**config.mk**
```make
export PLATFORM = sky130hd
export DESIGN_NAME = naive_mips
export DESIGN_NICKNAME = d
export VERILOG_FILES = /design/src/design/mips_pkg.sv /design/src/design/stage_ctrl_if.sv /design/src/design/hazard_ctrl.sv /design/src/design/pipe_reg.sv /design/src/design/reg_file.sv /design/src/design/decode_unit.sv /design/src/design/operand_bypass.sv /design/src/design/alu_exec.sv /design/src/design/mem_stage.sv /design/src/design/naive_mips.sv
export VERILOG_INCLUDE_DIRS = /design/src /design/src/include
export SDC_FILE = /design/constraint.sdc
export NUM_CORES = 2
export LEC_CHECK = 0
export ABC_AREA = 0
export BUFFER_PORTS_ARGS = -buffer_cell sky130_fd_sc_hd__buf_2
export CORE_UTILIZATION = 50
export CTS_BUF_LIST = sky130_fd_sc_hd__clkbuf_8
export DETAILED_ROUTE_END_ITERATION = 12
export PLACE_DENSITY = 0.69
export SLEW_MARGIN = 40
export SYNTH_ARGS = -nofsm -noshare
export SYNTH_HDL_FRONTEND = slang
export SYNTH_SLANG_ARGS = --single-unit
export TNS_END_PERCENT = 10
```
**constraint.sdc**
```tcl
create_clock -name clk -period 6.5 [get_ports clk]
set_input_delay 0.325 -clock clk [delete_from_list [all_inputs] [get_ports clk]]
set_output_delay 0.325 -clock clk [all_outputs]
set_load 0.1 [all_outputs]
```
**src/include/mips_consts.svh**
```systemverilog
`ifndef MIPS_CONSTS_SVH
`define MIPS_CONSTS_SVH

`define RESET_PC 32'h0000_0000
`define NUM_REGS 32

// Primary opcodes.
`define OP_SPECIAL 6'h00
`define OP_BEQ     6'h04
`define OP_BNE     6'h05
`define OP_ADDIU   6'h09
`define OP_ORI     6'h0d
`define OP_LUI     6'h0f
`define OP_LW      6'h23
`define OP_SW      6'h2b

// Funct codes under SPECIAL.
`define FN_ADDU 6'h21
`define FN_SUBU 6'h23
`define FN_AND  6'h24
`define FN_OR   6'h25
`define FN_SLT  6'h2a

`define ALU_OP_ADD 3'd0 // Zero so that a cleared payload is harmless.
`define ALU_OP_SUB 3'd1
`define ALU_OP_AND 3'd2
`define ALU_OP_OR  3'd3
`define ALU_OP_SLT 3'd4
`define ALU_OP_LUI 3'd5

`endif

```
**src/design/mips_pkg.sv**
```systemverilog
`include "mips_consts.svh"

package mips_pkg;

    typedef enum logic [2:0] {
        ALU_ADD = `ALU_OP_ADD,
        ALU_SUB = `ALU_OP_SUB,
        ALU_AND = `ALU_OP_AND,
        ALU_OR  = `ALU_OP_OR,
        ALU_SLT = `ALU_OP_SLT,
        ALU_LUI = `ALU_OP_LUI
    } alu_op_e;

    typedef enum logic [1:0] {
        MEM_NONE  = 2'd0, // All-zero payload means no access.
        MEM_LOAD  = 2'd1,
        MEM_STORE = 2'd2
    } mem_op_e;

    // ID/EX. Store data travels in rt_val.
    typedef struct packed {
        alu_op_e     alu_op;
        mem_op_e     mem_op;
        logic        use_imm;
        logic [31:0] imm;
        logic [31:0] rs_val;
        logic [31:0] rt_val;
        logic [4:0]  dest;
        logic        we;
    } ex_payload_t;

    // EX/MM. Result doubles as the data address.
    typedef struct packed {
        mem_op_e     mem_op;
        logic [31:0] result;
        logic [31:0] store_data;
        logic [4:0]  dest;
        logic        we;
    } mm_payload_t;

    typedef struct packed {
        logic [31:0] data;
        logic [4:0]  dest;
        logic        we;
    } wb_payload_t;

endpackage

```
**src/design/stage_ctrl_if.sv**
```systemverilog
`timescale 1ns/100ps

// Stage enables, with the clock and reset carried for checks on the bundle.
interface stage_ctrl_if (
    input logic clk,
    input logic rst_n
);
    logic en_pc;
    logic en_ifid;
    logic en_idex;
    logic en_exmm;
    logic en_mmwb;

    modport ctrl (
        input  clk, rst_n,
        output en_pc, en_ifid, en_idex, en_exmm, en_mmwb
    );

    modport stage (
        input en_pc, en_ifid, en_idex, en_exmm, en_mmwb
    );
endinterface

```
**src/design/hazard_ctrl.sv**
```systemverilog
`timescale 1ns/100ps

module hazard_ctrl (
    input  logic       ex_is_load_i,
    input  logic [4:0] ex_dest_i,
    input  logic [4:0] id_rs_i,
    input  logic [4:0] id_rt_i,
    stage_ctrl_if.ctrl ctrl
);
    logic load_use;

    // Load result is not ready until the memory stage.
    assign load_use = ex_is_load_i && (ex_dest_i != 5'd0) &&
                      ((ex_dest_i == id_rs_i) || (ex_dest_i == id_rt_i));

    // Freeze fetch and decode; a bubble goes into execute.
    assign ctrl.en_pc   = !load_use;
    assign ctrl.en_ifid = !load_use;
    assign ctrl.en_idex = !load_use;
    assign ctrl.en_exmm = 1'b1;
    assign ctrl.en_mmwb = 1'b1;

    // Only all-high or the stall pattern.
    assert property (@(posedge ctrl.clk) disable iff (!ctrl.rst_n)
        {ctrl.en_pc, ctrl.en_ifid, ctrl.en_idex, ctrl.en_exmm, ctrl.en_mmwb}
            inside {5'b11111, 5'b00011})
        else $error("hazard_ctrl: illegal enable pattern");

    // The bubble removes the load from execute, so a stall never repeats.
    assert property (@(posedge ctrl.clk) disable iff (!ctrl.rst_n)
        !ctrl.en_idex |=> ctrl.en_idex)
        else $error("hazard_ctrl: stall longer than one cycle");

endmodule

```
**src/design/pipe_reg.sv**
```systemverilog
`timescale 1ns/100ps

module pipe_reg #(
    parameter type payload_t = logic [31:0]
) (
    input  logic     clk,
    input  logic     rst_n,
    input  logic     en_i,
    input  logic     flush_i,
    input  payload_t d_i,
    output payload_t q_o
);

    // A cleared payload has we low and no memory access.
    always_ff @(posedge clk or negedge rst_n) begin
        if (!rst_n) begin
            q_o <= '0;
        end else if (en_i) begin
            q_o <= d_i;
        end else if (flush_i) begin
            q_o <= '0; // Next stage moves on while this one is frozen.
        end
    end

endmodule

```
**src/design/reg_file.sv**
```systemverilog
`timescale 1ns/100ps
`include "mips_consts.svh"

module reg_file (
    input  logic        clk,
    input  logic        rst_n,
    input  logic        we_i,
    input  logic [4:0]  waddr_i,
    input  logic [31:0] wdata_i,
    input  logic [4:0]  raddr1_i,
    input  logic [4:0]  raddr2_i,
    output logic [31:0] rdata1_o,
    output logic [31:0] rdata2_o
);
    logic [31:0] regs [`NUM_REGS];

    always_ff @(posedge clk or negedge rst_n) begin
        if (!rst_n) begin
            for (int i = 0; i < `NUM_REGS; i++) begin
                regs[i] <= '0;
            end
        end else if (we_i && (waddr_i != 5'd0)) begin
            regs[waddr_i] <= wdata_i; // r0 stays zero.
        end
    end

    // Same-cycle writes are covered by the writeback bypass.
    assign rdata1_o = regs[raddr1_i];
    assign rdata2_o = regs[raddr2_i];

endmodule

```
**src/design/decode_unit.sv**
```systemverilog
`timescale 1ns/100ps
`include "mips_consts.svh"

module decode_unit (
    input  logic [31:0]           inst_i,
    input  logic [31:0]           pc_i,
    input  logic [31:0]           rs_val_i,
    input  logic [31:0]           rt_val_i,
    output logic [4:0]            rs_o,
    output logic [4:0]            rt_o,
    output mips_pkg::ex_payload_t payload_o,
    output logic                  branch_taken_o,
    output logic [31:0]           branch_target_o
);
    logic [5:0]  opcode;
    logic [5:0]  funct;
    logic [4:0]  rd;
    logic [31:0] imm_sext;
    logic [31:0] imm_zext;
    logic        reads_rs;
    logic        reads_rt;
    logic        is_beq;
    logic        is_bne;

    assign opcode   = inst_i[31:26];
    assign funct    = inst_i[5:0];
    assign rd       = inst_i[15:11];
    assign imm_sext = {{16{inst_i[15]}}, inst_i[15:0]};
    assign imm_zext = {16'b0, inst_i[15:0]};

    // Unused source fields read as r0 so they never cause a stall.
    assign reads_rs = (opcode != `OP_LUI);
    assign reads_rt = (opcode == `OP_SPECIAL) || (opcode == `OP_SW) || is_beq || is_bne;
    assign rs_o     = reads_rs ? inst_i[25:21] : 5'd0;
    assign rt_o     = reads_rt ? inst_i[20:16] : 5'd0;

    assign is_beq = (opcode == `OP_BEQ);
    assign is_bne = (opcode == `OP_BNE);
    assign branch_taken_o  = (is_beq && (rs_val_i == rt_val_i)) ||
                             (is_bne && (rs_val_i != rt_val_i));
    assign branch_target_o = pc_i + 32'd4 + {imm_sext[29:0], 2'b00}; // Relative to delay slot.

    always_comb begin
        payload_o        = '0;
        payload_o.rs_val = rs_val_i;
        payload_o.rt_val = rt_val_i;
        case (opcode)
            `OP_SPECIAL: begin
                payload_o.dest = rd;
                payload_o.we   = 1'b1;
                case (funct)
                    `FN_ADDU: payload_o.alu_op = mips_pkg::ALU_ADD;
                    `FN_SUBU: payload_o.alu_op = mips_pkg::ALU_SUB;
                    `FN_AND:  payload_o.alu_op = mips_pkg::ALU_AND;
                    `FN_OR:   payload_o.alu_op = mips_pkg::ALU_OR;
                    `FN_SLT:  payload_o.alu_op = mips_pkg::ALU_SLT;
                    default:  payload_o.we     = 1'b0; // Includes SLL r0 (NOP).
                endcase
            end
            `OP_ADDIU, `OP_ORI, `OP_LUI, `OP_LW: begin
                payload_o.use_imm = 1'b1;
                payload_o.imm     = (opcode == `OP_ADDIU || opcode == `OP_LW) ? imm_sext
                                                                               : imm_zext;
                payload_o.dest    = inst_i[20:16];
                payload_o.we      = 1'b1;
                if (opcode == `OP_ORI) payload_o.alu_op = mips_pkg::ALU_OR;
                if (opcode == `OP_LUI) payload_o.alu_op = mips_pkg::ALU_LUI;
                if (opcode == `OP_LW)  payload_o.mem_op = mips_pkg::MEM_LOAD;
            end
            `OP_SW: begin
                payload_o.use_imm = 1'b1;
                payload_o.imm     = imm_sext;
                payload_o.mem_op  = mips_pkg::MEM_STORE;
            end
            default: ; // Branches and unknown encodings leave a bubble.
        endcase
    end

    // Holds only while the fetch PC stays word aligned.
    always_comb begin
        if (branch_taken_o) begin
            assert (branch_target_o[1:0] == 2'b00)
                else $error("decode_unit: misaligned branch target");
        end
    end

endmodule

```
**src/design/operand_bypass.sv**
```systemverilog
`timescale 1ns/100ps

module operand_bypass (
    input  logic [4:0]  reg_i,
    input  logic [31:0] regfile_val_i,
    input  logic [4:0]  ex_dest_i,
    input  logic        ex_we_i,
    input  logic [31:0] ex_result_i,
    input  logic        ex_is_load_i,
    input  logic [4:0]  mm_dest_i,
    input  logic        mm_we_i,
    input  logic [31:0] mm_data_i,
    input  logic [4:0]  wb_dest_i,
    input  logic        wb_we_i,
    input  logic [31:0] wb_data_i,
    output logic [31:0] val_o
);

    // Youngest producer wins.
    always_comb begin
        if (reg_i == 5'd0) begin
            val_o = 32'd0;
        end else if (ex_we_i && !ex_is_load_i && ex_dest_i == reg_i) begin
            val_o = ex_result_i; // A load here stalls decode instead.
        end else if (mm_we_i && mm_dest_i == reg_i) begin
            val_o = mm_data_i;
        end else if (wb_we_i && wb_dest_i == reg_i) begin
            val_o = wb_data_i;
        end else begin
            val_o = regfile_val_i;
        end
    end

endmodule

```
**src/design/alu_exec.sv**
```systemverilog
`timescale 1ns/100ps

module alu_exec (
    input  mips_pkg::ex_payload_t payload_i,
    output mips_pkg::mm_payload_t payload_o,
    output logic                  is_load_o
);
    logic [31:0] op_a;
    logic [31:0] op_b;
    logic [31:0] result;

    assign op_a = payload_i.rs_val;
    assign op_b = payload_i.use_imm ? payload_i.imm : payload_i.rt_val;

    always_comb begin
        case (payload_i.alu_op)
            mips_pkg::ALU_ADD: result = op_a + op_b; // Also the load/store address.
            mips_pkg::ALU_SUB: result = op_a - op_b;
            mips_pkg::ALU_AND: result = op_a & op_b;
            mips_pkg::ALU_OR:  result = op_a | op_b;
            mips_pkg::ALU_SLT: result = {31'd0, $signed(op_a) < $signed(op_b)};
            mips_pkg::ALU_LUI: result = {op_b[15:0], 16'd0};
            default:           result = 32'd0;
        endcase
    end

    always_comb begin
        payload_o.mem_op     = payload_i.mem_op;
        payload_o.result     = result;
        payload_o.store_data = payload_i.rt_val;
        payload_o.dest       = payload_i.dest;
        payload_o.we         = payload_i.we;
    end

    assign is_load_o = (payload_i.mem_op == mips_pkg::MEM_LOAD);

endmodule

```
**src/design/mem_stage.sv**
```systemverilog
`timescale 1ns/100ps

module mem_stage (
    input  mips_pkg::mm_payload_t payload_i,
    input  logic [31:0]           dmem_rdata_i,
    output logic [31:0]           dmem_addr_o,
    output logic                  dmem_rd_o,
    output logic                  dmem_wr_o,
    output logic [31:0]           dmem_wdata_o,
    output mips_pkg::wb_payload_t payload_o
);

    assign dmem_addr_o  = payload_i.result;
    assign dmem_rd_o    = (payload_i.mem_op == mips_pkg::MEM_LOAD);
    assign dmem_wr_o    = (payload_i.mem_op == mips_pkg::MEM_STORE);
    assign dmem_wdata_o = payload_i.store_data;

    always_comb begin
        payload_o.data = dmem_rd_o ? dmem_rdata_i : payload_i.result;
        payload_o.dest = payload_i.dest;
        payload_o.we   = payload_i.we;
    end

    // Word accesses only.
    always_comb begin
        assert (!(dmem_rd_o && dmem_wr_o)) else $error("mem_stage: read and write together");
        if (dmem_rd_o || dmem_wr_o) begin
            assert (dmem_addr_o[1:0] == 2'b00) else $error("mem_stage: misaligned access");
        end
    end

endmodule

```
**src/design/naive_mips.sv**
```systemverilog
`timescale 1ns/100ps
`include "mips_consts.svh"

module naive_mips (
    input  logic        clk,
    input  logic        rst_n,
    output logic [31:0] imem_addr_o,
    input  logic [31:0] imem_rdata_i,
    output logic [31:0] dmem_addr_o,
    output logic        dmem_rd_o,
    output logic        dmem_wr_o,
    output logic [31:0] dmem_wdata_o,
    input  logic [31:0] dmem_rdata_i
);
    logic [31:0] pc;
    logic [31:0] id_inst;
    logic [31:0] id_pc;
    logic [4:0]  id_rs;
    logic [4:0]  id_rt;
    logic [31:0] rf_rs_val;
    logic [31:0] rf_rt_val;
    logic [31:0] id_rs_val;
    logic [31:0] id_rt_val;
    logic        branch_taken;
    logic [31:0] branch_target;
    logic        ex_is_load;

    mips_pkg::ex_payload_t id_payload;
    mips_pkg::ex_payload_t ex_payload;
    mips_pkg::mm_payload_t ex_out;
    mips_pkg::mm_payload_t mm_payload;
    mips_pkg::wb_payload_t mm_out;
    mips_pkg::wb_payload_t wb_payload;

    stage_ctrl_if ctrl_if (.clk(clk), .rst_n(rst_n));

    hazard_ctrl u_hazard (
        .ex_is_load_i (ex_is_load),
        .ex_dest_i    (ex_payload.dest),
        .id_rs_i      (id_rs),
        .id_rt_i      (id_rt),
        .ctrl         (ctrl_if.ctrl)
    );

    // Fetch. The slot after a branch is already being fetched when it resolves.
    always_ff @(posedge clk or negedge rst_n) begin
        if (!rst_n) begin
            pc <= `RESET_PC;
        end else if (ctrl_if.en_pc) begin
            pc <= branch_taken ? branch_target : pc + 32'd4;
        end
    end

    assign imem_addr_o = pc;

    always_ff @(posedge clk or negedge rst_n) begin
        if (!rst_n) begin
            id_inst <= 32'd0;
            id_pc   <= `RESET_PC;
        end else if (ctrl_if.en_ifid) begin
            id_inst <= imem_rdata_i;
            id_pc   <= pc;
        end else if (ctrl_if.en_idex) begin
            id_inst <= 32'd0; // NOP.
        end
    end

    reg_file u_regs (
        .clk      (clk),
        .rst_n    (rst_n),
        .we_i     (wb_payload.we),
        .waddr_i  (wb_payload.dest),
        .wdata_i  (wb_payload.data),
        .raddr1_i (id_rs),
        .raddr2_i (id_rt),
        .rdata1_o (rf_rs_val),
        .rdata2_o (rf_rt_val)
    );

    operand_bypass u_bypass_rs (
        .reg_i (id_rs), .regfile_val_i (rf_rs_val),
        .ex_dest_i (ex_out.dest), .ex_we_i (ex_out.we),
        .ex_result_i (ex_out.result), .ex_is_load_i (ex_is_load),
        .mm_dest_i (mm_out.dest), .mm_we_i (mm_out.we), .mm_data_i (mm_out.data),
        .wb_dest_i (wb_payload.dest), .wb_we_i (wb_payload.we), .wb_data_i (wb_payload.data),
        .val_o (id_rs_val)
    );

    operand_bypass u_bypass_rt (
        .reg_i (id_rt), .regfile_val_i (rf_rt_val),
        .ex_dest_i (ex_out.dest), .ex_we_i (ex_out.we),
        .ex_result_i (ex_out.result), .ex_is_load_i (ex_is_load),
        .mm_dest_i (mm_out.dest), .mm_we_i (mm_out.we), .mm_data_i (mm_out.data),
        .wb_dest_i (wb_payload.dest), .wb_we_i (wb_payload.we), .wb_data_i (wb_payload.data),
        .val_o (id_rt_val)
    );

    decode_unit u_decode (
        .inst_i          (id_inst),
        .pc_i            (id_pc),
        .rs_val_i        (id_rs_val),
        .rt_val_i        (id_rt_val),
        .rs_o            (id_rs),
        .rt_o            (id_rt),
        .payload_o       (id_payload),
        .branch_taken_o  (branch_taken),
        .branch_target_o (branch_target)
    );

    pipe_reg #(.payload_t(mips_pkg::ex_payload_t)) u_idex (
        .clk (clk), .rst_n (rst_n),
        .en_i (ctrl_if.en_idex), .flush_i (ctrl_if.en_exmm),
        .d_i (id_payload), .q_o (ex_payload)
    );

    alu_exec u_alu (
        .payload_i (ex_payload),
        .payload_o (ex_out),
        .is_load_o (ex_is_load)
    );

    pipe_reg #(.payload_t(mips_pkg::mm_payload_t)) u_exmm (
        .clk (clk), .rst_n (rst_n),
        .en_i (ctrl_if.en_exmm), .flush_i (ctrl_if.en_mmwb),
        .d_i (ex_out), .q_o (mm_payload)
    );

    mem_stage u_mem (
        .payload_i    (mm_payload),
        .dmem_rdata_i (dmem_rdata_i),
        .dmem_addr_o  (dmem_addr_o),
        .dmem_rd_o    (dmem_rd_o),
        .dmem_wr_o    (dmem_wr_o),
        .dmem_wdata_o (dmem_wdata_o),
        .payload_o    (mm_out)
    );

    // Last stage, nothing downstream to wait for.
    pipe_reg #(.payload_t(mips_pkg::wb_payload_t)) u_mmwb (
        .clk (clk), .rst_n (rst_n),
        .en_i (ctrl_if.en_mmwb), .flush_i (1'b1),
        .d_i (mm_out), .q_o (wb_payload)
    );

endmodule

```
### After elaboration in Yosys (flattened, before gate mapping)

Cells that the tools add are included.

| cells by class | value |
|---|---|
| add/subtract/negate cells | 5 |
| $lt $le $gt $ge | 5 |
| equal/unequal tests | 29 |
| multiplexer cells | 33 |
| bitwise operators | 5 |
| reductions and logical operators | 28 |

Operators with widths:

| cell | number |
|---|---|
| 1024-bit bitwise mux | 1 |
| 32-bit two-way mux | 17 |
| 32-bit binary-select mux with 5-bit select | 2 |
| 32-bit one-hot mux with 6 select lines | 1 |
| 32-bit demux with 5-bit select | 1 |
| 108-bit two-way mux | 1 |
| 35-bit one-hot mux with 2 select lines | 1 |
| 32-bit by 3-bit adder with 32-bit output (second input constant) | 2 |
| 32-bit adder | 2 |
| 6-bit equality test (second input constant) | 7 |
| 32-bit bitwise AND | 1 |
| 32-bit equality test | 1 |
| 32-bit less-than comparator | 1 |
| 32-bit inequality test | 1 |
| 32-bit OR | 1 |
| 32-bit subtractor | 1 |
| 5-bit equality test | 6 |
| 6-bit by 4-bit equality test with 1-bit output (second input constant) | 3 |
| 6-bit greater-or-equal comparator (second input constant) | 3 |
| 5-bit inverter with 6-bit output | 3 |
| 1-bit logical AND | 13 |
| 6-bit by 3-bit equality test with 1-bit output (second input constant) | 2 |
| 3-bit one-hot mux with 4 select lines | 1 |
| 6-bit one-hot mux with 2 select lines | 1 |
| 20 further kinds | 32 |

| word-level totals | value |
|---|---|
| register bits after elaboration | 1,338 |
| bits of input ports | 66 |
| output and inout port bits | 98 |
| logic and storage cells | 156 |

### Logic depth before layout (Yosys ltp)

| logic depth | value |
|---|---|
| word-level depth | 17 |
| mapped depth | 26 |
| depth with buffers taken out | 21 |

### Cells and area by module

From an unflattened synthesis, not the netlist that was laid out.

| unflattened totals | value |
|---|---|
| cell total of the unflattened synthesis | 7,171 |
| area total of the unflattened synthesis | 80,908.8 um^2 |

By module, submodules not included:

| module | instances | cells each | area an instance (um^2) | seq. area each (um^2) |
|---|---|---|---|---|
| reg_file | 1 | 4,601 | 55,942.4 | 25,624.6 |
| alu_exec | 1 | 802 | 5,554.1 | 0.0 |
| naive_mips | 1 | 391 | 4,342.9 | 2,402.3 |
| pipe_reg at u_idex | 1 | 240 | 3,797.4 | 2,702.6 |
| decode_unit | 1 | 421 | 3,284.4 | 0.0 |
| operand_bypass | 2 | 171 | 1,406.3 | 0.0 |
| pipe_reg at u_exmm | 1 | 160 | 2,570.0 | 1,801.7 |
| pipe_reg at u_mmwb | 1 | 85 | 1,358.8 | 950.9 |
| mem_stage | 1 | 108 | 1,088.5 | 0.0 |
| hazard_ctrl | 1 | 21 | 157.7 | 0.0 |

### Least setup slack after synthesis

No wires, ideal clock.

| path | value |
|---|---|
| kind | reg-to-reg |
| from | register u_idex.q_o[102] in the netlist's numbering |
| to | register pc[17] (netlist: imem_addr_o[17]) |
| library setup time | 0.126 ns |
| arrival time | 5.981 ns |
| data required time | 6.374 ns |
| path slack | 0.392 ns |
| stages on the path, launching flop included | 26 |
| path buffers | 7 |
| clock period less this slack | 6.108 ns |
| path through | dfrtp_1 > clkbuf_1 > buf_1 > and2_1 > clkbuf_1 > clkbuf_1 > a21oi_1 > ha_1 > clkbuf_1 > and3b_1 > and3_1 > and3b_1 > or4_1 > nand2_1 > o21ai_0 > a41o_1 > nor4_1 > nor3b_1 > o311ai_1 > xor2_1 > nor4_1 > nand3_1 > and2_1 > buf_4 > buf_6 > a311o_1 |

| on the way | value |
|---|---|
| word-level cells in the longest chain between the ends | 9 |
| elaborated cells on any way between the ends | 17 |

Ends and longest elaborated chain:

| element | RTL line | text |
|---|---|---|
| start: declaration | pipe_reg.sv:11 | `output payload_t q_o` |
| start signal: assignment | pipe_reg.sv:19 | `q_o <= d_i;` |
| 32-bit two-way mux (*) | alu_exec.sv:13 | `assign op_b = payload_i.use_imm ? payload_i.imm : payload_i.rt_val;` |
| 32-bit subtractor (tied with other cells) | alu_exec.sv:18 | `mips_pkg::ALU_SUB: result = op_a - op_b;` |
| 32-bit one-hot mux with 6 select lines (*) | alu_exec.sv:16 | `case (payload_i.alu_op)` |
| 32-bit two-way mux | operand_bypass.sv:23 | `end else if (ex_we_i && !ex_is_load_i && ex_dest_i == reg_i) begin` |
| 32-bit two-way mux | operand_bypass.sv:21 | `if (reg_i == 5'd0) begin` |
| 32-bit equality test / 32-bit inequality test (equally long branches) | decode_unit.sv:39, decode_unit.sv:40 |  |
| 1-bit logical AND, on equally long branches | decode_unit.sv:39, decode_unit.sv:40 |  |
| 1-bit logical OR (*) | decode_unit.sv:39 | `assign branch_taken_o = (is_beq && (rs_val_i == rt_val_i)) \|\|` |
| 32-bit two-way mux (*) | naive_mips.sv:50 | `pc <= branch_taken ? branch_target : pc + 32'd4;` |
| end signal: assignment | naive_mips.sv:48 | `` pc <= `RESET_PC; `` |
| end signal: assignment | naive_mips.sv:50 |  |
| end: declaration | naive_mips.sv:15 | `logic [31:0] pc;` |

Mark *: on every way between the ends. The rest lies on a longest branch, timed or not.
A chain may end at the register's enable or synchronous reset.

### Worst setup path in the final report

| path | value |
|---|---|
| from | register id_inst[17] |
| to | register pc[31] (netlist: imem_addr_o[31]) |

| on the way | value |
|---|---|
| word-level cells in the longest chain between the ends | 13 |
| elaborated cells on any way between the ends | 24 |

Ends and longest elaborated chain:

| element | RTL line | text |
|---|---|---|
| start: declaration | naive_mips.sv:16 | `logic [31:0] id_inst;` |
| start signal: assignment | naive_mips.sv:61 | `id_inst <= imem_rdata_i;` |
| 5-bit two-way mux (*) | decode_unit.sv:35 | `assign rt_o = reads_rt ? inst_i[20:16] : 5'd0;` |
| 5-bit inverter with 6-bit output (implied by the code) | reg_file.sv:29 | `assign rdata2_o = regs[raddr2_i];` |
| 32-bit binary-select mux with 5-bit select | reg_file.sv:29 |  |
| 32-bit two-way mux (implied by the code) (2 in a row) | reg_file.sv:29 |  |
| 32-bit two-way mux | operand_bypass.sv:27 | `end else if (wb_we_i && wb_dest_i == reg_i) begin` |
| 32-bit two-way mux | operand_bypass.sv:25 | `end else if (mm_we_i && mm_dest_i == reg_i) begin` |
| 32-bit two-way mux | operand_bypass.sv:23 |  |
| 32-bit two-way mux | operand_bypass.sv:21 |  |
| 32-bit equality test / 32-bit inequality test (equally long branches) | decode_unit.sv:39, decode_unit.sv:40 |  |
| 1-bit logical AND, on equally long branches | decode_unit.sv:39, decode_unit.sv:40 |  |
| 1-bit logical OR | decode_unit.sv:39 |  |
| 32-bit two-way mux | naive_mips.sv:50 |  |

Mark *: on every way between the ends. The rest lies on a longest branch, timed or not. The select of a mux whose other input is x is not followed.

==> impl_metrics.toml <==
[worst_setup_path]
end_kind = "flip-flop"
crit_fanout = 32
worst_setup_path_start_kind = "flip-flop"
required_ns = 7.43
cp_data_arrival_time_ns = 7.32
crit_type = "flip-flop to flip-flop"

[drt]
wl_mm = 321
viasPerCell = 7.02
drt_iter0_markers = 9614
routedWlPerCell_microns = 34.1
drt_pass1_iterations = 9
vias = 66100
ant_nets = 0
drcViolationCount = 0

[yosys]
syn_inst = 7044
synth_top_area_share_pct = 43.2
synth_largest_area_cell = "dfrtp_1"
syn_nets = 7276
ys_ff_latch = 1323
async_flop_share_pct = 100
synth.distinct_cells = 97
synth_area_sq_mm = 0.0766
yosysWarnings = 0
synth-edff-count = 0
synth_flop_cell = "dfrtp_1"
syn_avg_cell_area_sq_um = 10.9
synth_area_leaders = "dfrtp_1 (43%), mux2_2 (17%), mux4_2 (5.4%)"
synth_seq_area_share_pct = 43.2

[power_and_ir_drop]
p_per_area_mw_per_mm2 = 251
ir_drop_mv = 0.222
p_leak_uw = 0.0406

[final_layout]
nFillCells = 12700
areaGrowthSynthToFinish_pct = 13.4
drive_gt1_share_pct = 32.5
post-route-util_pct = 57.1
final_cell_mix = "dfrtp_1 (1299), mux2_2 (1147), nand2_1 (505)"
stdcell_count = 9410
final_common_cell = "dfrtp_1"
postLayoutCellArea_sq_mm = 0.0869
nets = 7406

[timing]
hold_viol = 0
min_period_ns = 6.39
clock-skew-final_ns = 0.0584
drv_slew = 0
setup_violations = 0
fin_crit_sh_pct = 98.3
slew_headroom_pct = 32.9
rsz0062_at_grt = "no"
max_freq_mhz = 156
tightest_slew_ns = 1.01
holdWs_ns = 0.0356

[global_routing]
grt_max_degree = 153
overflow = 0
grt_antenna_before_repair = 23
grt_pass1_wl_mm = 461
grt_usage_pct = 40.6
grt_pass1_vias = 64000

[placement]
portBuffers = 163
place_area_sq_mm = 0.0810
gp_congestion = 1.02
dp_cells = 8900
hpwl_mm = 208

[run_status]
status = "finished clean"

[clock_tree]
path_clk_slew_ns = 0.07
cts_htree_levels = 4
root_buffer = "clkbuf_8"
cts_buffers = 222
clk_path_buf_depth = 3
cts_tree = "yes"
clock_latency_ns = 1.03
clock-sinks = 1323

[die]
core_area_sq_mm = 0.152
dieHeight_microns = 394
start_util_pct = 50.4
row_count = 143
die_x_microns = 394
die-area_sq_mm = 0.155
pin_count = 164

[hold_path]
min_path_type = "input port to async pin"

[run]
cap_violations = 0
## power by group
part           internal [uW]  leakage, uW  switching, uW  total, uW
sequential              8560       0.0181            563       9120
combinational           1380       0.0198           3280       4660
clock                   4250      0.00276           3810       8050
total                  14200       0.0406           7650      21800
## registers in the layout (all words and copies together) (netlist names)
register / cells
u_mmwb.q_o: 38
id_inst: 32
u_exmm.q_o: 72
imem_addr_o: 32
u_idex.q_o: 93
id_pc: 32
u_regs.regs: 1024
## repair_timing
action,4_1_cts,5_1_grt
hold endpoints to repair,529,0
gates cloned,0,0
pin swaps,0,3
setup buffers,0,6
setup endpoints to repair,32,32
gates resized for setup,3,33
hold buffers,66,0
## Yosys cell counts (14+ instances only)
cell	n
o221ai_1	80
nand2b_1	54
and2_1	28
buf_1	104
o21ai_0	245
a22oi_1	22
nor3b_1	14
o22ai_1	162
a21o_1	26
o31ai_1	23
clkbuf_1	412
o21bai_1	17
xor2_1	28
mux2_2	1147
a32oi_1	27
nor3_1	122
nand4_1	26
o211ai_1	90
a221oi_1	95
nor2_1	388
a31oi_1	77
a21oi_1	346
mux4_2	184
dfrtp_1	1323
o2111ai_1	15
mux2i_1	282
a2111oi_0	22
nand3_1	96
a211oi_1	83
and3_1	40
buf_2	113
nand2_1	523
or3_1	28
inv_1	141
ha_1	163
o211a_1	16
xnor2_1	53
buf_4	82
nor2b_1	62
o21a_1	18
## critical path, cell delays in order (launching register included)
cell and delay, ns:
dfrtp_4 0.85, clkinv_1 0.61, nand2_1 0.34, buf_4 0.38, nor3_1 0.09, o41ai_1 0.48, nand3_1 0.38, a31oi_1 0.63
a21o_1 0.23, o211ai_1 0.15, xor2_1 0.20, nor2_1 0.14, nand4_1 0.22, nor4_4 0.47, buf_4 0.20, nand3_2 0.09
buf_12 0.18, a21o_1 0.24, buf_4 0.15, o211ai_1 0.19
## layout make-up
class / count / area, sq um / share of cell area [%]
clock buffer: 284 / 3910 / 4.50
inverter: 144 / 546 / 0.628
sequential: 1323 / 33100 / 38.2
multi-input combinational: 4864 / 40600 / 46.8
timing repair buffer: 619 / 5180 / 5.97
tap: 2030 / 2540 / 2.92
clock inverter: 127 / 870 / 1.00
antenna: 19 / 47.5 / 0.0547
## cell families (layout without fill, tap and decap cells)
| kind of cell | count (synthesis) | count (layout) | share of synthesized area [%] |
|---|---|---|---|
| AO/OA/AOI/OAI | 1547 | 1547 | 13.7 |
| XOR/XNOR | 81 | 81 | 0.926 |
| adder cells (fa/ha/maj) | 166 | 166 | 2.74 |
| buffers and inverters | 857 | 1174 | 4.79 |
| flip-flops | 1323 | 1323 | 43.2 |
| multiplexers | 1613 | 1613 | 25.9 |
| other | 0 | 19 | 0 |
| AND/OR/NAND/NOR | 1457 | 1457 | 8.75 |
## per-layer routing
| layer | vias up | track usage (%) | share of wire, % |
|---|---|---|---|
| met1 | 33300 | 51.7 | 37 |
| met5 | - | 0.493 | 0.17 |
| met2 | 5019 | 57.5 | 42 |
| li1 | 26300 | - | - |
| met4 | 30 | 26.8 | 7.9 |
| met3 | 1392 | 15.5 | 14 |
## metrics by stage
stage / total power (uW) / setup slack [ns] / TNS, ns
floorplan: 12000 / 0.392 / 0
global placement: 13600 / -0.205 / -4.90
detailed placement: 13700 / -0.174 / -4.37
CTS: 21600 / 0.0598 / 0
global route: 22500 / 0.00431 / 0
finish: 21800 / 0.108 / 0
## worst paths after layout
| kind | end | slack [ns] | cells past startpoint | from |
|---|---|---|---|---|
| min in group clk | id_inst[15] | 0.07 | 4 | imem_rdata_i[15] |
| worst max-delay path | imem_addr_o[31] | 0.11 | 19 | id_inst[17] |
| worst max register to register | imem_addr_o[31] | 0.11 | 19 | id_inst[17] |
| max in group asynchronous | u_regs.regs[932] | 4.87 | 5 | rst_n |
| worst min-delay path | u_idex.q_o[55] | 0.04 | 3 | rst_n |
| worst min register to register | u_exmm.q_o[71] | 0.37 | 0 | u_idex.q_o[104] |
Power figures use the tool's default switching activity.
